## src/sram_test_pkg.sv

```systemverilog
`default_nettype none

package sram_test_pkg;

   // Word and address geometry shared by every block
   localparam int DATA_W    = 32;
   localparam int WMASK_W   = DATA_W / 8;
   localparam int ADDR_W    = 11;
   localparam int NUM_BANKS = 4;
   localparam int BANK_W    = 2;

   // Words per macro by bank index
   // Entries are one bit wider than a word address to hold 2048
   localparam logic [NUM_BANKS-1:0][ADDR_W:0] BANK_DEPTH = {
      12'd2048,
      12'd1024,
      12'd512,
      12'd256
   };

   // Scan command and chain sizes
   localparam int CMD_W     = 50;
   localparam int SCAN_W    = 2 * DATA_W;
   localparam int CMD_PAD_W = CMD_W - 1 - BANK_W - 2 * ADDR_W;

   // Write view of the command, op is 1
   typedef struct packed {
      logic               op;
      logic [BANK_W-1:0]  bank;
      logic [ADDR_W-1:0]  addr0;
      logic [WMASK_W-1:0] wmask;
      logic [DATA_W-1:0]  din;
   } sram_cmd_wr_t;

   // Dual-port read view, op is 0
   typedef struct packed {
      logic                 op;
      logic [BANK_W-1:0]    bank;
      logic [ADDR_W-1:0]    addr0;
      logic [ADDR_W-1:0]    addr1;
      logic [CMD_PAD_W-1:0] unused;
   } sram_cmd_rd_t;

   typedef union packed {
      sram_cmd_wr_t wr;
      sram_cmd_rd_t rd;
   } sram_cmd_u;

endpackage

`default_nettype wire
```

## src/scan_test_port.sv

```systemverilog
`timescale 1ns/1ps
`default_nettype none

module scan_test_port
   import sram_test_pkg::*;
(
   input  wire                wb_clk_i,
   input  wire                reset_i,
   // Scan pins
   input  wire                scan_en_i,
   input  wire                scan_in_i,
   input  wire                scan_load_i,
   output logic               scan_out_o,
   output logic               scan_busy_o,
   // Arbiter master side
   output logic               req_o,
   output logic               we_o,
   output logic [BANK_W-1:0]  bank_o,
   output logic [ADDR_W-1:0]  addr0_o,
   output logic [ADDR_W-1:0]  addr1_o,
   output logic [WMASK_W-1:0] wmask_o,
   output logic [DATA_W-1:0]  wdata_o,
   input  wire                done_i,
   input  wire [DATA_W-1:0]   rdata0_i,
   input  wire [DATA_W-1:0]   rdata1_i
);

   logic [SCAN_W-1:0] chain_q;
   logic              busy_q;
   sram_cmd_u         cmd;
   logic              is_write;

   // The chain is frozen while busy so the command stays stable
   always_ff @(posedge wb_clk_i) begin
      if (reset_i) begin
         chain_q <= '0;
         busy_q  <= 1'b0;
      end else if (busy_q) begin
         if (done_i) begin
            // Port 1 word in the upper half, port 0 word in the lower
            chain_q <= {rdata1_i, rdata0_i};
            busy_q  <= 1'b0;
         end
      end else if (scan_load_i) begin
         busy_q <= 1'b1;
      end else if (scan_en_i) begin
         chain_q <= {chain_q[SCAN_W-2:0], scan_in_i};
      end
   end

   assign scan_out_o  = chain_q[SCAN_W-1];
   assign scan_busy_o = busy_q;

   // Command sits in the low bits of the chain
   assign cmd      = chain_q[CMD_W-1:0];
   assign is_write = cmd.wr.op;

   assign req_o   = busy_q;
   assign we_o    = is_write;
   assign bank_o  = is_write ? cmd.wr.bank  : cmd.rd.bank;
   assign addr0_o = is_write ? cmd.wr.addr0 : cmd.rd.addr0;

   // Write carries mask and data, read carries the second address
   assign addr1_o = is_write ? '0 : cmd.rd.addr1;
   assign wmask_o = is_write ? cmd.wr.wmask : '0;
   assign wdata_o = is_write ? cmd.wr.din : '0;

endmodule

`default_nettype wire

```

## config.mk

```make
export PLATFORM = sky130hd
export DESIGN_NAME = scan_test_port
export DESIGN_NICKNAME = d
export VERILOG_FILES = /design/src/sram_test_pkg.sv /design/src/scan_test_port.sv
export SDC_FILE = /design/constraint.sdc
export NUM_CORES = 1
export LEC_CHECK = 0
export BUFFER_PORTS_ARGS = -buffer_cell sky130_fd_sc_hd__buf_2
export CAP_MARGIN = 30
export CORE_UTILIZATION = 56
export DETAILED_ROUTE_END_ITERATION = 8
export PLACE_DENSITY = 0.95
export SYNTH_ARGS = -nofsm -noshare
export SYNTH_HDL_FRONTEND = slang
export SYNTH_SLANG_ARGS = --single-unit
```

## constraint.sdc

```tcl
create_clock -name wb_clk_i -period 2.7 [get_ports wb_clk_i]
set_input_delay 0.135 -clock wb_clk_i [delete_from_list [all_inputs] [get_ports wb_clk_i]]
set_output_delay 0.135 -clock wb_clk_i [all_outputs]
set_load 0.005 [all_outputs]
```

# Word level (Yosys, flattened, before mapping)
# Index checks and enable logic that the tools add are counted.
# totals
regBits	65
word_cells	16
# classes
n_eq_ne	2
mux	10
n_reduce_logical	2
# ops
op	n
64-bit two-way mux	4
32-bit two-way mux	1
11-bit two-way mux	1
4-bit two-way mux	1
1-bit two-way mux	3
3-bit AND reduction	1
2-bit by 1-bit != test with 1-bit output (second input constant)	1
2-bit != test (second input constant)	1
2-bit nonzero test	1

# Depth between registers and ports, before layout
# logic_depth
word_depth	3
mapped_depth	5
mapped_depth_nobuf	3

# Worst setup path after synthesis
# No wires, ideal clock.
# synth_path
path_type	register to register
startpoint	register busy_q (netlist: req_o)
endpoint	register chain_q[38]
setup_ps	58
arrival_ps	1111
required_time_ps	2642
setup_slack_ps	1531
stages_incl_launch_ff	4
path_cell_list	dfxtp_1 clkbuf_1 clkbuf_1 o21a_1
# synth_via
elab_chain_len	2
word_cells_on_any_way	5
cone_classes	eq/ne (2); mux (1); reduce/logical (2)
# synth_rtl
element	line_no	text
start, declared	scan_test_port.sv:29	logic busy_q;
start signal, assigned	scan_test_port.sv:37	busy_q <= 1'b0;
start signal, assigned	scan_test_port.sv:42	busy_q <= 1'b0;
start signal, assigned	scan_test_port.sv:45	busy_q <= 1'b1;
2-bit != test (no source line) (tied with other cells)	--	
3-bit AND reduction (no source line)	--	
end signal, assigned	scan_test_port.sv:41	chain_q <= {rdata1_i, rdata0_i};
end signal, assigned	scan_test_port.sv:47	chain_q <= {chain_q[SCAN_W-2:0], scan_in_i};
end, declared	scan_test_port.sv:28	logic [SCAN_W-1:0] chain_q;
# Parallel ways exist; a longest one is shown, timed or not.
# A chain may end at the register's enable or synchronous reset.

# Worst setup path in the final report
# layout_path
startpoint	register chain_q[49]
endpoint	output port wdata_o[27]
# layout_via
elab_chain_len	1
# layout_rtl
element	line_no	text
32-bit two-way mux	scan_test_port.sv:66	assign wdata_o = is_write ? cmd.wr.din : '0;
end, declared	scan_test_port.sv:22	output logic [DATA_W-1:0] wdata_o,
# Every way passes these cells.

==> out/qor.yml <==
areaGrowthSynthToFinish_pct: 15.18
num_vias: 3410
cts_setup_buffers: 0
final_count_of_negative_setup_slack_endpoints: 0
cts_hold_buffers: 0
core_footprint_mm2: 0.007687
ctsLongestPathBuffers: 2
synth_cell_types: 17
period_minus_slack_ns: 1.694
grt-ovfl-total: 0
cap_viol_max_count: 0
worstPathMaxFanout: 40
firstDrtPassIters: 4
post_dp_cell_area_mm2: 0.004903
route.detailed.vias_per_inst: 5.421
groute.usage.overall_pct: 22.62
die_w_um: 90.91
timing.hold.worst.class: "in2reg"
layout.nets: 593
cts-buffers-inserted: 9
clk-insertion-delay-late_ns: 0.33
die_area_mm2: 0.008265
die-height_um: 90.91
detailedRoute.firstIterationViolations: 94
maximum_number_of_pins_on_one_net_before_global_route_repair: 69
worst-slew-pin-transition_ns: 0.6723
synth_instances: 426
worstPathRequired_ns: 2.57
finish.cell_count_without_fillers: 629
post-route-util_pct: 66.32
drc: 0
tritoncts: "yes"
syn-mean-instance-area_um2: 10.39
number_of_global_route_vias_before_repair: 3243
ys_ff_latch: 65
grt_pass1_wl_um: 15260
worst_ep_arrival_time_ns: 1.56
post-dp-hpwl_um: 6270
total_switching_power_mw: 0.6886
ys_warn_count: 0
crit_type: "reg2out"
netlist_area_mm2: 0.004427
routed_wire_length_per_instance_um: 14.77
grt_setup_unrepaired: "no"
ports_placed_on_the_boundary: 134
timing.critical_path.to_type: "primary output"
clock-sinks: 65
fin_setup_tns_ns: 0
placement.setup.worst_slack_ns: 1.178
final_hold_viol_count: 0
route.final.wire_length_um: 9288
static-leakage-power_nw: 2.631
power_density_mw_per_mm2: 498.0
post-route-worst-setup-slack_ns: 1.006
fp-row-count: 32
timing.max_slew.rel_slack_pct: 55.18
p_clk_share_pct: 32.7
p_comb_share_pct: 22.3
fin_skew_ns: 0.009695
start_util_pct: 57.58
cts_root_buffer: "clkbuf_8"
antenna_violations_before_repair: 0
ant_nets: 0
place_congestion: 0.7422
cts_htree_levels: 3
diodes: 0
seq_area_frac_synth_pct: 29.40
synth_nets: 496
ir_drop_uv: 360.7
outcome: "complete, no violations"
post-route-cell-area_mm2: 0.005099
io_buffer_count: 133
timing.final.max_slew_violations: 0
netSwitchingFraction_pct: 27.12
cts_resized: 0
maxClockFrequency_mhz: 590.2
critical_path_launch_point_type: "flop"
power.internal_mw: 1.850
cts.clk_slew.worst_paths_ns: 0.07
placed_cells_incl_taps: 614
share_seq_of_total_power_pct: 45.0
drive_gt1_share_pct: 41.75
final_min_period_over_clock_period_pct: 62.75
[path summary, 6_finish.rpt]
check / startpoint / end / slack [ns] / cells past startpoint
setup / recovery: chain_q[49] / wdata_o[27] / 1.01 / 3
setup reg to reg: req_o / chain_q[25] / 1.17 / 3
hold / removal: scan_load_i / req_o / 0.06 / 3
hold reg to reg: chain_q[63] / chain_q[63] / 0.61 / 2
[layout by cell type (no fill, tap or decap), drive strengths merged]
cell type / Yosys / final
o21a: 64 / 64
mux2: 64 / 64
inv: 1 / 1
buf: 33 / 140
clkbuf: 21 / 12
clkinv: 0 / 2
nand2b: 1 / 1
bufinv: 0 / 1
nor2b: 11 / 11
dfxtp: 65 / 65
and2: 36 / 36
nor2: 1 / 1
mux2i: 65 / 65
a21oi: 64 / 64
[sequential cells by signal, indices dropped and copies added, names as in the netlist]
register  count
chain_q      64
req_o         1
[routing by layer]
metal	up-vias	GRT usage, %	wire (µm)
met5	-	0	0
met4	0	8.466	215
met3	23	6.061	516
met2	111	37.56	4506
met1	1575	27.95	4049
li1	1701	-	-
[power by group through the flow]
| stage | Sequential (mW) | Clock [mW] | Combinational (mW) |
|---|---|---|---|
| 4_1_cts | 1.14 | 0.841 | 0.571 |
| 2_1_floorplan | 1.12 | 0 | 0.484 |
| 3_3_place_gp | 1.16 | 0 | 0.544 |
| 3_5_place_dp | 1.16 | 0 | 0.566 |
| 5_1_grt | 1.16 | 0.885 | 0.619 |
| 6_report | 1.14 | 0.829 | 0.566 |
[cell type report]
type                       count  area [µm²]
fill                         616        2589
tap                          102       127.6
sequential                    65        1305
multi-input combinational    306        2709
inverter                       1       3.754
clock inverter                 3       40.04
timing repair buffer         140       758.2
clock buffer                  12       155.1
[through the flow]
step           hold WS (ns)  power (mW)
2_1_floorplan        0.2789       1.603
3_3_place_gp         0.3906       1.699
3_5_place_dp         0.3976       1.730
4_1_cts             0.05216       2.554
5_1_grt             0.09348       2.662
6_report            0.05859       2.539
[cells in the mapped netlist]
library cell / n / area [µm²]
o21a_1: 64 / 480.5
buf_12: 7 / 140.1
a21oi_1: 64 / 320.3
buf_4: 15 / 112.6
inv_1: 1 / 3.750
clkbuf_1: 21 / 78.83
buf_1: 4 / 15.01
and2_1: 36 / 225.2
dfxtp_1: 65 / 1301
buf_2: 2 / 10.01
buf_6: 5 / 56.30
mux2_2: 4 / 45.04
nor2_1: 1 / 3.750
nor2b_1: 11 / 68.82
mux2i_1: 65 / 650.6
nand2b_4: 1 / 13.76
mux2_4: 60 / 900.9
[worst max-delay path, stage by stage (launching register included)]
cell and delay [ns]:
dfxtp_1 0.52, buf_4 0.39, and2_1 0.19, buf_2 0.13
[cells by family (layout without fill, tap and decap cells)]
family	after synthesis	in the layout	share of synthesized area, %
muxes	129	129	36.07
DFF	65	65	29.40
buffers and inverters	55	156	9.412
and+or+nand+nor	49	49	7.038
AOI/OAI and AO/OA	128	128	18.09
Power figures use the tool's default switching activity.
