**src/sram_test_pkg.sv**
```systemverilog
`default_nettype none

package sram_test_pkg;

   // Word and address geometry shared by every block
   localparam int DATA_W    = 32;
   localparam int WMASK_W   = DATA_W / 8;
   localparam int ADDR_W    = 11;
   localparam int NUM_BANKS = 4;
   localparam int BANK_W    = 2;

   // Words per macro by bank index
   // Entries are one bit wider than a word address to hold 2048
   localparam logic [NUM_BANKS-1:0][ADDR_W:0] BANK_DEPTH = {
      12'd2048,
      12'd1024,
      12'd512,
      12'd256
   };

   // Scan command and chain sizes
   localparam int CMD_W     = 50;
   localparam int SCAN_W    = 2 * DATA_W;
   localparam int CMD_PAD_W = CMD_W - 1 - BANK_W - 2 * ADDR_W;

   // Write view of the command, op is 1
   typedef struct packed {
      logic               op;
      logic [BANK_W-1:0]  bank;
      logic [ADDR_W-1:0]  addr0;
      logic [WMASK_W-1:0] wmask;
      logic [DATA_W-1:0]  din;
   } sram_cmd_wr_t;

   // Dual-port read view, op is 0
   typedef struct packed {
      logic                 op;
      logic [BANK_W-1:0]    bank;
      logic [ADDR_W-1:0]    addr0;
      logic [ADDR_W-1:0]    addr1;
      logic [CMD_PAD_W-1:0] unused;
   } sram_cmd_rd_t;

   typedef union packed {
      sram_cmd_wr_t wr;
      sram_cmd_rd_t rd;
   } sram_cmd_u;

endpackage

`default_nettype wire
```
**src/sram_bus_arbiter.sv**
```systemverilog
`timescale 1ns/1ps
`default_nettype none

module sram_bus_arbiter
   import sram_test_pkg::*;
(
   input  wire                wb_clk_i,
   input  wire                reset_i,
   // Master 0, Wishbone port
   input  wire                m0_req_i,
   input  wire                m0_we_i,
   input  wire [BANK_W-1:0]   m0_bank_i,
   input  wire [ADDR_W-1:0]   m0_addr0_i,
   input  wire [ADDR_W-1:0]   m0_addr1_i,
   input  wire [WMASK_W-1:0]  m0_wmask_i,
   input  wire [DATA_W-1:0]   m0_wdata_i,
   output logic               m0_done_o,
   output logic [DATA_W-1:0]  m0_rdata0_o,
   output logic [DATA_W-1:0]  m0_rdata1_o,
   // Master 1, scan port
   input  wire                m1_req_i,
   input  wire                m1_we_i,
   input  wire [BANK_W-1:0]   m1_bank_i,
   input  wire [ADDR_W-1:0]   m1_addr0_i,
   input  wire [ADDR_W-1:0]   m1_addr1_i,
   input  wire [WMASK_W-1:0]  m1_wmask_i,
   input  wire [DATA_W-1:0]   m1_wdata_i,
   output logic               m1_done_o,
   output logic [DATA_W-1:0]  m1_rdata0_o,
   output logic [DATA_W-1:0]  m1_rdata1_o,
   // Bank side
   output logic               bank_en_o,
   output logic               bank_we_o,
   output logic [BANK_W-1:0]  bank_sel_o,
   output logic [ADDR_W-1:0]  bank_addr0_o,
   output logic [ADDR_W-1:0]  bank_addr1_o,
   output logic [WMASK_W-1:0] bank_wmask_o,
   output logic [DATA_W-1:0]  bank_wdata_o,
   input  wire [DATA_W-1:0]   bank_dout0_i,
   input  wire [DATA_W-1:0]   bank_dout1_i
);

   localparam logic [1:0] ST_IDLE   = 2'd0;
   localparam logic [1:0] ST_ACCESS = 2'd1;
   localparam logic [1:0] ST_DONE   = 2'd2;

   logic [1:0] state_q;
   logic       rest_q;
   logic       last_q;
   logic       grant_m1;
   logic       done;

   logic               we_q;
   logic [BANK_W-1:0]  bank_q;
   logic [ADDR_W-1:0]  addr0_q;
   logic [ADDR_W-1:0]  addr1_q;
   logic [WMASK_W-1:0] wmask_q;
   logic [DATA_W-1:0]  wdata_q;

   // Master 1 wins unless master 0 also asks and was not served last
   assign grant_m1 = m1_req_i && (!m0_req_i || !last_q);

   always_ff @(posedge wb_clk_i) begin
      if (reset_i) begin
         state_q <= ST_IDLE;
         rest_q  <= 1'b0;
         last_q  <= 1'b1;
      end else begin
         rest_q <= (state_q == ST_DONE);
         case (state_q)
            ST_IDLE: begin
               // No grant in the cycle right after a done
               if (!rest_q && (m0_req_i || m1_req_i)) begin
                  state_q <= ST_ACCESS;
                  last_q  <= grant_m1;
               end
            end
            ST_ACCESS: state_q <= ST_DONE;
            default:   state_q <= ST_IDLE;
         endcase
      end
   end

   always_ff @(posedge wb_clk_i) begin
      if (state_q == ST_IDLE) begin
         we_q    <= grant_m1 ? m1_we_i    : m0_we_i;
         bank_q  <= grant_m1 ? m1_bank_i  : m0_bank_i;
         addr0_q <= grant_m1 ? m1_addr0_i : m0_addr0_i;
         addr1_q <= grant_m1 ? m1_addr1_i : m0_addr1_i;
         wmask_q <= grant_m1 ? m1_wmask_i : m0_wmask_i;
         wdata_q <= grant_m1 ? m1_wdata_i : m0_wdata_i;
      end
   end

   // One access cycle per grant
   assign bank_en_o    = (state_q == ST_ACCESS);
   assign bank_we_o    = we_q;
   assign bank_sel_o   = bank_q;
   assign bank_addr0_o = addr0_q;
   assign bank_addr1_o = addr1_q;
   assign bank_wmask_o = wmask_q;
   assign bank_wdata_o = wdata_q;

   // Done and read data go back to the owner only
   // The master served last owns the access in flight
   assign done        = (state_q == ST_DONE);
   assign m0_done_o   = done && !last_q;
   assign m1_done_o   = done && last_q;
   assign m0_rdata0_o = m0_done_o ? bank_dout0_i : '0;
   assign m0_rdata1_o = m0_done_o ? bank_dout1_i : '0;
   assign m1_rdata0_o = m1_done_o ? bank_dout0_i : '0;
   assign m1_rdata1_o = m1_done_o ? bank_dout1_i : '0;

endmodule

`default_nettype wire

```
**config.mk**
```make
export PLATFORM = sky130hd
export DESIGN_NAME = sram_bus_arbiter
export DESIGN_NICKNAME = d
export VERILOG_FILES = /design/src/sram_test_pkg.sv /design/src/sram_bus_arbiter.sv
export SDC_FILE = /design/constraint.sdc
export NUM_CORES = 1
export LEC_CHECK = 0
export ABC_AREA = 1
export BUFFER_PORTS_ARGS = -buffer_cell sky130_fd_sc_hd__buf_2
export CORE_AREA = 2 2 150 152
export DETAILED_ROUTE_END_ITERATION = 8
export DIE_AREA = 0 0 152 154
export PLACE_DENSITY = 0.46
export SKIP_CTS_REPAIR_TIMING = 1
export SLEW_MARGIN = 20
export SYNTH_ARGS = -nofsm -noshare
export SYNTH_HDL_FRONTEND = slang
export SYNTH_SLANG_ARGS = --single-unit
```
**constraint.sdc**
```tcl
create_clock -name wb_clk_i -period 5.7 [get_ports wb_clk_i]
set_input_delay 0.855 -clock wb_clk_i [delete_from_list [all_inputs] [get_ports wb_clk_i]]
set_output_delay 0.855 -clock wb_clk_i [all_outputs]
set_load 0.05 [all_outputs]
```
# Yosys cells after proc, flatten, opt, wreduce, memory -nomap -nowiden
# Cells that the tools add are included.
# op_classes
eq_ne	3
n_mux	12
n_reduce_logical	11
# ops
operator	count
32-bit 2-to-1 mux	5
11-bit 2-to-1 mux	2
1-bit logical AND	4
2-bit 2-to-1 mux	2
4-bit 2-to-1 mux	1
2-bit case mux with 2 select lines	1
1-bit logical NOT	3
2-bit by 1-bit == test with 1-bit output, second input constant	1
2-bit == test, second input constant	1
2-bit logical NOT	1
1-bit logical OR	2
2-bit != test, second input constant	1
2-bit AND reduction	1
1-bit 2-to-1 mux	1
# totals
wordCells	35
ff_bits	65
out_inout_bits	192
inputBits	190

# Depth between registers and ports, before layout
# depth
ltp_word	4
ltp_mapped	6
depth_no_buf	5

# Least setup slack after synthesis
# OpenSTA, ideal clock, no wires.
# synth_path
kind	reg-to-reg
startpoint	reg state_q[1]
endpoint	reg last_q
required_ns	5.571
setup_ns	0.129
path_buffers	0
synth_period_minus_slack_ns	3.577
arrival_ns	3.449
slack_ns	2.123
stages_incl_launch_ff	5
path_cell_list	dfxtp_1 nor2_1 nand3_1 nand2_1 nand3_1
# synth_via
elab_chain_len	2
# synth_rtl
item	line	text
from (decl)	sram_bus_arbiter.sv:47	logic [1:0] state_q;
from (signal assigned)	sram_bus_arbiter.sv:65	state_q <= ST_IDLE;
from (signal assigned)	sram_bus_arbiter.sv:74	state_q <= ST_ACCESS;
from (signal assigned)	sram_bus_arbiter.sv:78	ST_ACCESS: state_q <= ST_DONE;
2-bit logical NOT	sram_bus_arbiter.sv:70	case (state_q)
2-bit AND reduction (no source line)	--	
to (signal assigned)	sram_bus_arbiter.sv:75	last_q <= grant_m1;
to (decl)	sram_bus_arbiter.sv:49	logic last_q;
# No other way between the ends.
# A chain may end at the register's enable or synchronous reset.

# Worst setup path in the final report
# layout_path
startpoint	reg state_q[0]
endpoint	out m0_rdata1_o[31]
# layout_via
elab_chain_len	3
# layout_rtl
item	line	text
2-bit == test	sram_bus_arbiter.sv:106	assign done = (state_q == ST_DONE);
1-bit logical AND	sram_bus_arbiter.sv:107	assign m0_done_o = done && !last_q;
32-bit 2-to-1 mux	sram_bus_arbiter.sv:110	assign m0_rdata1_o = m0_done_o ? bank_dout1_i : '0;
to (decl)	sram_bus_arbiter.sv:19	output logic [DATA_W-1:0] m0_rdata1_o,
# No other way between the ends.

==> reports/metrics.yaml <==
cp_slowest_stage_delay_ns: 0.76
overflow: 0
critPathKind: "register to output pin"
critPathTopFamily: "buffers and inverters"
place_area_um2: 6100
cp_max_fo: 41
maxSlewHeadroom_pct: 36.1
synthCells: 490
yosysWarnings: 0
post-route-min-period_ns: 3.56
grt_start_max_net_pins: 66
power.leakage_nw: 3.78
grt_pass1_wl_um: 22200
use_met2_pct: 21.6
cp_data_arrival_time_ns: 2.71
use_met3_pct: 4.48
gp_congestion: 0.789
top_usage_layer: "met2"
cp_num_buf_inv: 3
rsz0062_at_grt: "no"
cts.htree.levels: 3
cp-end-kind: "output pin"
fin_cells: 1145
post-route-cell-area_um2: 6420
insertion_delay_ns: 0.33
core_um2: 21700
remaining_drc_errors: 0
track_usage_pct: 11.9
drive_above_1_share_pct: 52.5
root_buffer: "clkbuf_16"
worstPathCellList: "inv_1 -> nand2_1 -> or2_4 -> buf_4 -> nor2_1 -> buf_2"
avgSynthCellArea_um2: 8.16
syn_nets: 680
place_inst: 1129
timing.fmax_mhz: 281
use_met1_pct: 12.1
r2r-start: "last_q"
die_x_um: 152
finalSetupViolations: 0
num_antenna_cells: 0
p_total_mw: 1.82
nets: 1050
ys_seq_elements: 65
hold_path_class: "register to register"
start_kind: "register"
hp-start: "rest_q"
post-dp-hpwl_um: 10900
hold_violations: 0
cellPowerDensity_nw_per_um2: 284
area_growth_pct: 60.6
io-pin-count: 382
grt_pass1_vias: 4157
die_y_um: 154
final_common_cell: "buf_2"
yosysSeqAreaShare_pct: 47.8
post-route-period-util_pct: 62.5
synth_cell_types: 15
drt_iter0_drc: 259
firstDrtPassIters: 4
die-area_um2: 23400
drv_cap: 0
tightest_slew_ns: 0.958
initial_core_util_pct: 18.4
antenna_found_initial: 0
finClkSkew_ns: 0.00532
portBuffers: 381
clock_path_buffers: 2
wire_per_inst_um: 12.4
final_cell_mix: "buf_2, nand2_1, nor2_1, inv_1, edfxtp_1"
clkSinkCount: 65
ir_drop_uv: 128
status: "completed"
wl_um: 14200
rows: 54
path_clk_slew_ns: 0.06
cts_tree: "built"
antenna_left: 0
cp-startpoint: "state_q[0]"
cts_inserted_buffers: 9
vias_per_cell: 3.69
syn_area_um2: 4000
final.setup.tns_ns: 0
worstPathRequired_ns: 4.85
slew_viol_final: 0
routed-via-count: 4228
crit_path_top_delay_cell: "or2_4"
[path summary, 6_finish.rpt]
path / cells after the start / endpoint / slack (ns)
worst max-delay path: 6 / m0_rdata1_o[31] / 2.14
worst min-delay path: 3 / last_q / 0.53
worst max register to register: 5 / bank_addr0_o[7] / 3.61
worst min register to register: 3 / last_q / 0.53
[cell families (layout without fill, tap and decap cells)]
group	Yosys count	in the layout	synth area share (%)
compound gates	1	1	0.219
simple gates	326	326	40.0
buf+inv	98	473	12.0
flops	65	65	47.8
[worst reg2reg max path, cell delays in order, from the launching register on]
cell and delay [ns]:
dfxtp_1 0.36, a21oi_4 0.13, buf_4 0.55, inv_4 0.51, nand2_1 0.24, nand2_1 0.06
[final cells by class]
type | instances | area (um^2)
fill | 2362 | 15300
timing repair buffer | 385 | 1940
sequential | 65 | 1910
multi-input combinational | 327 | 1630
tap | 280 | 350
inverter | 72 | 273
clock buffer | 9 | 225
clock inverter | 7 | 93.8
[where the power goes]
| part | total (mW) | internal [mW] | switching [mW] |
|---|---|---|---|
| clock | 0.601 | 0.383 | 0.219 |
| sequential | 0.624 | 0.608 | 0.0162 |
| combinational | 0.597 | 0.134 | 0.463 |
[Yosys cell counts]
cell / count / area share [%]
nor2_1: 85 / 8.0
nor2_4: 49 / 14
nor3_1: 1 / 0.12
nand2_1: 186 / 17
or2_1: 1 / 0.16
edfxtp_1: 61 / 46
clkbuf_1: 2 / 0.19
buf_12: 5 / 2.5
buf_6: 1 / 0.28
nand3_1: 4 / 0.50
inv_2: 1 / 0.094
a21oi_2: 1 / 0.22
dfxtp_1: 4 / 2.0
buf_2: 18 / 2.3
inv_1: 71 / 6.7
[flip-flops by register name, summed over array words and instances, names as in the netlist]
name	cells
bank_addr0_o	11
bank_addr1_o	11
bank_sel_o	2
bank_wdata_o	32
bank_we_o	1
bank_wmask_o	4
last_q	1
rest_q	1
state_q	2
[layer usage]
metal | wire length [um] | up-vias
met3 | 1320 | 26
met1 | 5210 | 1794
met4 | 416 | 0
met2 | 7280 | 219
met5 | 0 | -
li1 | - | 2189
[through the flow]
stage | util [%] | hold WS [ns] | setup WS (ns)
after detailed placement | 28.1 | 0.522 | 2.48
after floorplan | - | 0.465 | 2.12
after global placement | 28.1 | 0.519 | 2.53
final | 29.6 | 0.527 | 2.14
after global routing | 29.6 | 0.558 | 1.94
after CTS | 29.6 | 0.532 | 2.10
Power figures use the tool's default switching activity.
