===== config.mk =====
export PLATFORM = sky130hd
export DESIGN_NAME = wb_sram_port
export DESIGN_NICKNAME = d
export VERILOG_FILES = /design/src/sram_test_pkg.sv /design/src/wb_sram_port.sv
export SDC_FILE = /design/constraint.sdc
export NUM_CORES = 1
export LEC_CHECK = 0
export BUFFER_PORTS_ARGS = -buffer_cell sky130_fd_sc_hd__buf_4
export CAP_MARGIN = 20
export CORE_ASPECT_RATIO = 0.6
export CORE_MARGIN = 8
export CORE_UTILIZATION = 20
export CTS_CLUSTER_DIAMETER = 40
export DETAILED_ROUTE_END_ITERATION = 6
export PLACE_DENSITY_LB_ADDON = 0.15
export SLEW_MARGIN = 10
export SYNTH_ARGS = -nofsm -noshare
export SYNTH_HDL_FRONTEND = slang
export SYNTH_SLANG_ARGS = --single-unit

===== constraint.sdc =====
create_clock -name wb_clk_i -period 1.1 [get_ports wb_clk_i]
set_input_delay 0.165 -clock wb_clk_i [delete_from_list [all_inputs] [get_ports wb_clk_i]]
set_output_delay 0.165 -clock wb_clk_i [all_outputs]
set_load 0.05 [all_outputs]

===== src/sram_test_pkg.sv =====
`default_nettype none

package sram_test_pkg;

   // Word and address geometry shared by every block
   localparam int DATA_W    = 32;
   localparam int WMASK_W   = DATA_W / 8;
   localparam int ADDR_W    = 11;
   localparam int NUM_BANKS = 4;
   localparam int BANK_W    = 2;

   // Words per macro by bank index
   // Entries are one bit wider than a word address to hold 2048
   localparam logic [NUM_BANKS-1:0][ADDR_W:0] BANK_DEPTH = {
      12'd2048,
      12'd1024,
      12'd512,
      12'd256
   };

   // Scan command and chain sizes
   localparam int CMD_W     = 50;
   localparam int SCAN_W    = 2 * DATA_W;
   localparam int CMD_PAD_W = CMD_W - 1 - BANK_W - 2 * ADDR_W;

   // Write view of the command, op is 1
   typedef struct packed {
      logic               op;
      logic [BANK_W-1:0]  bank;
      logic [ADDR_W-1:0]  addr0;
      logic [WMASK_W-1:0] wmask;
      logic [DATA_W-1:0]  din;
   } sram_cmd_wr_t;

   // Dual-port read view, op is 0
   typedef struct packed {
      logic                 op;
      logic [BANK_W-1:0]    bank;
      logic [ADDR_W-1:0]    addr0;
      logic [ADDR_W-1:0]    addr1;
      logic [CMD_PAD_W-1:0] unused;
   } sram_cmd_rd_t;

   typedef union packed {
      sram_cmd_wr_t wr;
      sram_cmd_rd_t rd;
   } sram_cmd_u;

endpackage

`default_nettype wire

===== src/wb_sram_port.sv =====
`timescale 1ns/1ps
`default_nettype none

module wb_sram_port
   import sram_test_pkg::*;
(
   input  wire                wb_clk_i,
   input  wire                reset_i,
   // Wishbone slave
   input  wire                wbs_cyc_i,
   input  wire                wbs_stb_i,
   input  wire                wbs_we_i,
   input  wire [WMASK_W-1:0]  wbs_sel_i,
   input  wire [31:0]         wbs_adr_i,
   input  wire [DATA_W-1:0]   wbs_dat_i,
   output logic               wbs_ack_o,
   output logic [DATA_W-1:0]  wbs_dat_o,
   // Arbiter master side
   output logic               req_o,
   output logic               we_o,
   output logic [BANK_W-1:0]  bank_o,
   output logic [ADDR_W-1:0]  addr0_o,
   output logic [ADDR_W-1:0]  addr1_o,
   output logic [WMASK_W-1:0] wmask_o,
   output logic [DATA_W-1:0]  wdata_o,
   input  wire                done_i,
   input  wire [DATA_W-1:0]   rdata0_i
);

   logic              access;
   logic [BANK_W-1:0] bank;
   logic [ADDR_W-1:0] word;
   logic              in_range;
   logic              oor_ack_q;

   // Byte address split into bank and word
   assign access = wbs_cyc_i && wbs_stb_i;
   assign bank   = wbs_adr_i[14:13];
   assign word   = wbs_adr_i[12:2];

   // Each bank has its own depth
   assign in_range = ({1'b0, word} < BANK_DEPTH[bank]);

   // Out-of-range words are answered here one cycle later
   always_ff @(posedge wb_clk_i) begin
      if (reset_i) begin
         oor_ack_q <= 1'b0;
      end else begin
         oor_ack_q <= access && !in_range && !oor_ack_q;
      end
   end

   // Request follows the strobe and holds until done
   assign req_o   = access && in_range;
   assign we_o    = wbs_we_i;
   assign bank_o  = bank;
   assign addr0_o = word;
   assign addr1_o = '0;
   assign wmask_o = wbs_sel_i;
   assign wdata_o = wbs_dat_i;

   assign wbs_ack_o = done_i || oor_ack_q;
   assign wbs_dat_o = done_i ? rdata0_i : '0;

endmodule

`default_nettype wire


Word level (Yosys, flattened, before mapping)

Index checks and enable logic that the tools add are counted.

Input port bits: 106
Output and inout port bits: 95
Word-level logic and storage cells: 13
Register bits: 1

Order comparisons: 2
Reductions and logical operators: 7
Mux-type cells: 3

Operators with widths:

| kind                 | number |
|---|---|
| $mux W32             | 1 |
| $bmux W12 S2         | 1 |
| $lt A11 B12 Y1       | 1 |
| $mux W12             | 1 |
| $logic_and A1 B1 Y1  | 4 |
| $lt A2 B3 Y1 const B | 1 |
| $logic_not A1 Y1     | 2 |
| $logic_or A1 B1 Y1   | 1 |

Depth between registers and ports, before layout

Gate-level depths: netlist of the first run.

Depth after elaboration: 6
Gate-level depth with buffers: 5
Gate-level depth less buffers: 5

Worst setup path before layout of the first run

Ideal clock, no wire load.

Path type: input port to output port
Start: input wbs_adr_i[14]
End: output req_o
Required time: 0.935 ns
Setup slack: -1.068 ns
Cell stages on the path: 5
Arrival time: 2.003 ns
Buffers on the path: 0
Cell sequence: or2b_2 -> ha_1 -> a21oi_1 -> a21oi_1 -> nor3_1

Longest elaborated chain between the ends: 4

RTL lines:

| what                           | RTL line           | source |
|---|---|---|
| start, declared                | wb_sram_port.sv:14 | `input wire [31:0] wbs_adr_i,` |
| $bmux W12 S2                   | wb_sram_port.sv:42 | `assign in_range = ({1'b0, word} < BANK_DEPTH[bank]);` |
| $mux W12 (implied by the code) | wb_sram_port.sv:42 |  |
| $lt A11 B12 Y1                 | wb_sram_port.sv:42 |  |
| $logic_and A1 B1 Y1            | wb_sram_port.sv:54 | `assign req_o = access && in_range;` |
| end, declared                  | wb_sram_port.sv:19 | `output logic req_o,` |

Every way passes these cells. The select of a mux whose other input is x is not followed.

Worst setup path after layout of the first run

Start: input wbs_adr_i[13]
End: output req_o

The elaborated chain is that of the path after synthesis.

==> metrics.cfg, run 1 <==
[global_route]
grt_max_degree = 34
grt_remaining_overflow = 0
antenna_found_initial = 0
grt_usage = 0.07684
grt_pass1_wl_microns = 4209
grt_pass1_vias = 763

[place]
numPortBuffers = 80
place.gp.congestion = 0.6347
placed_area_sq_um = 1105
dp_hpwl_microns = 2488

[cells_and_area]
largest_reg_flops = 1
fin_area_sq_um = 1162
reg.largest.list = oor_ack_q (1)
diodes = 0
largest-register = oor_ack_q
nNetsFinal = 255
syn_to_final_growth_pct = 44.93
drive_gt1_frac = 0.6690

[sta]
setup_violations = 2
fin_skew_ns = 0
fin_crit_sh = 1.340
hold_viol_final = 0
rsz0062_at_grt = yes
setup-tns-final_ns = -0.6663
worst_slack_ns = -0.3741
min_period_ns = 1.474
slew_violations = 0
max_freq_mhz = 678.4

[run]
cap_violations = 0

[routing]
drt_wl_total_microns = 2766
drc_errors = 0
drt_pass1_iterations = 4
ant_nets = 0
num_vias = 707
wl_per_cell_microns = 14.41
vias_per_cell = 3.682
drt_iter0_markers = 4

[worst_setup_path]
r2r_setup_slack_ns = 0.43
crit_start = wbs_adr_i[13]
r2r-start = oor_ack_q
cp.required_ns = 0.94
crit_end = req_o
worstPathMaxFanout = 4
critPathLaunchType = input pin
crit_path_end_kind = output port
worstPathArrival_ns = 1.31
rr_worst_depth = 2
critical_path_class = input pin to output port
r2r_end = oor_ack_q

[power_and_ir_drop]
p_per_area_nw_per_um2 = 684.2
switchingPower_w = 0.0004803
p_int_w = 0.0003150
p_comb_frac = 0.951
p_leak_nw = 0.6160
clock_power_share = 0
max-vdd-ir-drop_v = 0.0002221
power_frac_seq = 0.049
power_switching_share = 0.6039

[synth]
yosys_warnings = 0
yosys.area.top_type_share = 0.5710
ys_seq_area_frac = 0.02496
synthTopCellsByArea = buf_4 57%, and2_1 25%, ha_1 3.1%, dfxtp_1 2.5%, buf_2 1.9%
postSynthAreaPerCell_sq_um = 7.161
yosysTopAreaCell = buf_4
synthCells = 112
yosysUniqueCellTypes = 15
ys_ff_latch = 1
syn_area_sq_um = 802.0

[die]
fp.dieW_microns = 97.75
initial_utilization = 0.2130
die_y_microns = 65.05
placeableCoreArea_sq_um = 3765
ioPinCount = 201
row_count = 17
die_area_sq_um = 6359

[outcome]
violations = setup timing
status = complete, but fails checks

[clocking]
clk_latency_ns = 0

[worst_hold_path]
hp-class = input pin to output port

cell type report:
| class | count | area (sq um) |
|---|---|---|
| sequential | 1 | 20.02 |
| tap | 47 | 58.81 |
| multi-input combinational | 57 | 415.4 |
| fill | 408 | 2603 |
| timing repair buffer | 87 | 668.1 |
worst max-delay path, cell delays in order:
cell      delay [ns]
buf_8           0.10
or2b_4          0.25
ha_4            0.29
nand2_4         0.05
a211oi_4        0.22
nor3_4          0.07
buf_6           0.15
synth_stat cells (all sizes together):
cell type / instances
nor3: 3
or2: 1
and2: 32
ha: 2
nand2: 2
a21oi: 2
o21a: 1
a211oi: 1
or2b: 2
conb: 1
dfxtp: 1
buf: 64
metal layers:
| metal | up-vias | global-route usage | part of all wire | wire (microns) |
|---|---|---|---|---|
| li1 | 336 | - | - | - |
| met1 | 319 | 0.07892 | 0.35 | 966 |
| met2 | 38 | 0.1436 | 0.54 | 1497 |
| met3 | 14 | 0.03088 | 0.089 | 247 |
| met4 | 0 | 0.02119 | 0.020 | 55 |
| met5 | - | 0 | 0 | 0 |
layout by cell type, fill, tap and decap left out, types with 2 or more instances in the layout:
master / count
and2_1: 32
buf_6: 2
conb_1: 11
ha_4: 2
buf_4: 84
worst min-delay path by stage:
stage,cells past startpoint,end,startpoint,slack (ns)
5_1_grt,0,wdata_o[20],wbs_dat_i[20],0.33
3_5_place_dp,0,wdata_o[10],wbs_dat_i[10],0.33
3_3_place_gp,0,wdata_o[10],wbs_dat_i[10],0.33
2_1_floorplan,2,oor_ack_q,reset_i,0.33
4_1_cts,0,wdata_o[10],wbs_dat_i[10],0.33
6_report,0,wdata_o[5],wbs_dat_i[5],0.33
cells by family (layout without fill, tap and decap cells):
group	Yosys count	in the layout	share of synthesized area
compound gates	4	4	0.03744
fa+ha+maj	2	2	0.03120
buf+inv	64	87	0.5897
flops	1	1	0.02496
other cells	1	11	0.004676
simple gates	40	40	0.3120
metrics by stage:
stage	setup slack (ns)	instances	power (W)	hold WS [ns]	utilization
after floorplan	-0.3495	122	0.0009770	0.3272	-
after global placement	-0.4116	191	0.0007598	0.3303	0.2935
after detailed placement	-0.4597	191	0.0007656	0.3303	0.2935
after CTS	-0.4309	191	0.0007913	0.3303	0.3038
after global routing	-0.4121	192	0.0008283	0.3301	0.3087
final	-0.3741	192	0.0007953	0.3300	0.3087
power by group through the flow:
stage / combinational [W] / sequential [W] / clock, W
final: 0.000756 / 0.0000389 / 0
after global routing: 0.000789 / 0.0000392 / 0
after CTS: 0.000752 / 0.0000389 / 0
after detailed placement: 0.000727 / 0.0000389 / 0
after global placement: 0.000721 / 0.0000390 / 0
after floorplan: 0.000938 / 0.0000388 / 0
what timing repair did:
action,CTS,global route
setup endpoints to repair,2,2
resized for setup,7,2
buffers inserted,0,1
hold buffers,0,0
pin swaps,5,4
endpoints found under the hold margin,0,0
Note: power is estimated with default switching activity, not from simulation.
==> inputs of run 2 (changes only) <==
--- a/config.mk
+++ b/config.mk
@@ -5,13 +5,13 @@
 export SDC_FILE = /design/constraint.sdc
 export NUM_CORES = 1
 export LEC_CHECK = 0
+export ABC_AREA = 1
 export BUFFER_PORTS_ARGS = -buffer_cell sky130_fd_sc_hd__buf_4
 export CAP_MARGIN = 20
-export CORE_ASPECT_RATIO = 0.6
-export CORE_MARGIN = 8
-export CORE_UTILIZATION = 20
+export CORE_AREA = 2 2 78 80
 export CTS_CLUSTER_DIAMETER = 40
 export DETAILED_ROUTE_END_ITERATION = 6
+export DIE_AREA = 0 0 80 82
 export PLACE_DENSITY_LB_ADDON = 0.15
 export SLEW_MARGIN = 10
 export SYNTH_ARGS = -nofsm -noshare
==> run 2 against run 1 <==
Against the previous run: the flow still finishes with violations (setup timing); global-route usage shrank 2.9 points; cell count is 35% higher; critical path depth rose by 2; first-iteration DRC count increased by 100%; routed wire length shrank 23%; synthesized cell count up 35%; sequential share of layout area fell by 0.15 points; register-to-register slack got worse by 0.19 ns; sequential power hardly changed; flip-flop and latch count unchanged; synthesized area grew 7.6%; highest routed layer unchanged.
==> metrics.cfg, run 2 <==
[die]
ioPinCount = 201
die_area_sq_um = 6560
fp.dieW_microns = 80
initial_utilization = 0.1503
row_count = 28
placeableCoreArea_sq_um = 5746
die_y_microns = 82

[synth]
ys_seq_area_frac = 0.02319
synth_most_common_cell = buf_4
yosys_warnings = 0
syn_area_sq_um = 863.3
postSynthAreaPerCell_sq_um = 5.717
synth_edf_count = 0
synthTopCellsByArea = buf_4 53%, nand2_1 17%, inv_1 15%, ha_1 2.9%, dfxtp_1 2.3%
synthCells = 151
synthFlopType = dfxtp_1
synth_common_cells = 61 x buf_4, 39 x nand2_1, 34 x inv_1, 3 x buf_2
yosys.area.top_type_share = 0.5304
ys_ff_latch = 1
async_flop_share = 0
yosysTopAreaCell = buf_4
yosysUniqueCellTypes = 16

[sta]
fin_skew_ns = 0
hold_ws_ns = 0.3300
slew_violations = 0
setup_violations = 2
min_period_ns = 1.271
hold_viol_final = 0
worst_slack_ns = -0.1706
max_freq_mhz = 787.1
rsz0062_at_grt = yes
fin_crit_sh = 1.155

[global_route]
antenna_found_initial = 0
grt_max_degree = 24
grt_pass1_wl_microns = 2622
grt_pass1_vias = 626
grt_usage = 0.04749
grt_remaining_overflow = 0

[cells_and_area]
diodes = 0
nNetsFinal = 294
largest-register = oor_ack_q
final_cell_mix = 83 x buf_4, 34 x nand2_1, 33 x inv_1
reg.largest.list = oor_ack_q (1)
layout_commonest_cell = buf_4
drive_gt1_frac = 0.5652
final-instance-count-excl-fill = 259
syn_to_final_growth_pct = 47.68
largest_reg_flops = 1
fill_cells = 676

[power_and_ir_drop]
p_per_area_nw_per_um2 = 634.9
p_leak_nw = 0.8846
max-vdd-ir-drop_v = 0.0001465
p_int_w = 0.0003117
total_power_w = 0.0008095
clock_power_share = 0
p_comb_frac = 0.952
power_frac_seq = 0.048
switchingPower_w = 0.0004978
power_switching_share = 0.6150

[clocking]
clk_latency_ns = 0
cts_hold_buf = 0

[worst_setup_path]
critical_path_class = input pin to output port
worstPathMaxFanout = 3
slowest_delay_ns = 0.19
cp.required_ns = 0.94
path_delay_family = buffers and inverters
cp_common_cell = nand2_2
crit_path_end_kind = output port
crit_slowest_cell = ha_4
path_depth = 9
worstPathArrival_ns = 1.11
critPathBufInv = 3
crit_chain = buf_8 > inv_4 > nand2_4 > ha_4 > a21boi_2 > nand2_2 > nand2_2 > nor2_4 > buf_6
rr_worst_depth = 2
critPathLaunchType = input pin

[routing]
num_vias = 821
ant_nets = 0
drt_wl_total_microns = 2133
vias_per_cell = 3.170
drt_iter0_markers = 8
drc_errors = 0
wl_per_cell_microns = 8.236
drt_pass1_iterations = 2

[place]
numPortBuffers = 80
place.gp.congestion = 0.6081
dp_cells = 258
dp_hpwl_microns = 1795

[worst_hold_path]
hp-class = input pin to output port
holdPathStages = 0

[run]
cap_violations = 0

[outcome]
violations = setup timing
status = complete, but fails checks

[run 2: changes by cell type after synthesis, sizes merged, moves of 2 or more]
cell	change
nand2	+38
inv	+35
and2	-32
nor3	-3
nor2	+2
or2b	-2
[run 2: worst paths after layout]
check / startpoint / endpoint / slack (ns)
worst min-delay path: wbs_dat_i[1] / wdata_o[1] / 0.33
worst max register to register: oor_ack_q / oor_ack_q / 0.24
worst max-delay path: wbs_adr_i[13] / req_o / -0.17
worst min register to register: oor_ack_q / oor_ack_q / 0.54
[run 2: timing repair]
action,4_1_cts,5_1_grt
buffers inserted,1,1
resized for setup,6,10
endpoints found under the setup margin,2,2
pin swaps,4,7
[run 2: kinds of logic after synthesis]
logic type      Yosys count  synth area share
buf+inv                 100            0.7058
simple gates             44            0.2000
compound gates            3           0.03769
fa+ha+maj                 2           0.02898
flops                     1           0.02319
other cells               1          0.004344
[run 2: power groups by stage]
stage	Combinational, W	Sequential [W]	Clock, W
6_report	0.000770	0.0000392	0
2_1_floorplan	0.000949	0.0000386	0
3_5_place_dp	0.000739	0.0000393	0
4_1_cts	0.000757	0.0000393	0
3_3_place_gp	0.000742	0.0000391	0
5_1_grt	0.000818	0.0000393	0
[run 2: area by class of cell]
cell class / instances / area, sq um / share of cell area
Tap cell: 75 / 93.84 / 0.07360
Inverter: 35 / 136.4 / 0.1070
Multi-Input combinational cell: 60 / 332.8 / 0.2610
Timing Repair Buffer: 88 / 691.9 / 0.5427
Sequential cell: 1 / 20.02 / 0.01570
[run 2: layer usage]
metal  wire (microns)  part of all wire  track usage
met4                2           0.00094     0.008475
met2             1051              0.49      0.09250
met1              662              0.31      0.04418
met5                0                 0            0
met3              416              0.20      0.02527
[run 2: stage by stage]
stage / setup TNS, ns / util / setup WS [ns] / cell area [sq um]
detailed placement: -0.4205 / 0.2084 / -0.2898 / 1197
floorplan: -0.1199 / - / -0.1199 / 915.9
finish: -0.3076 / 0.2219 / -0.1706 / 1275
global placement: -0.3804 / 0.2084 / -0.2696 / 1197
CTS: -0.4090 / 0.2134 / -0.2342 / 1226
global route: -0.4094 / 0.2219 / -0.2218 / 1275
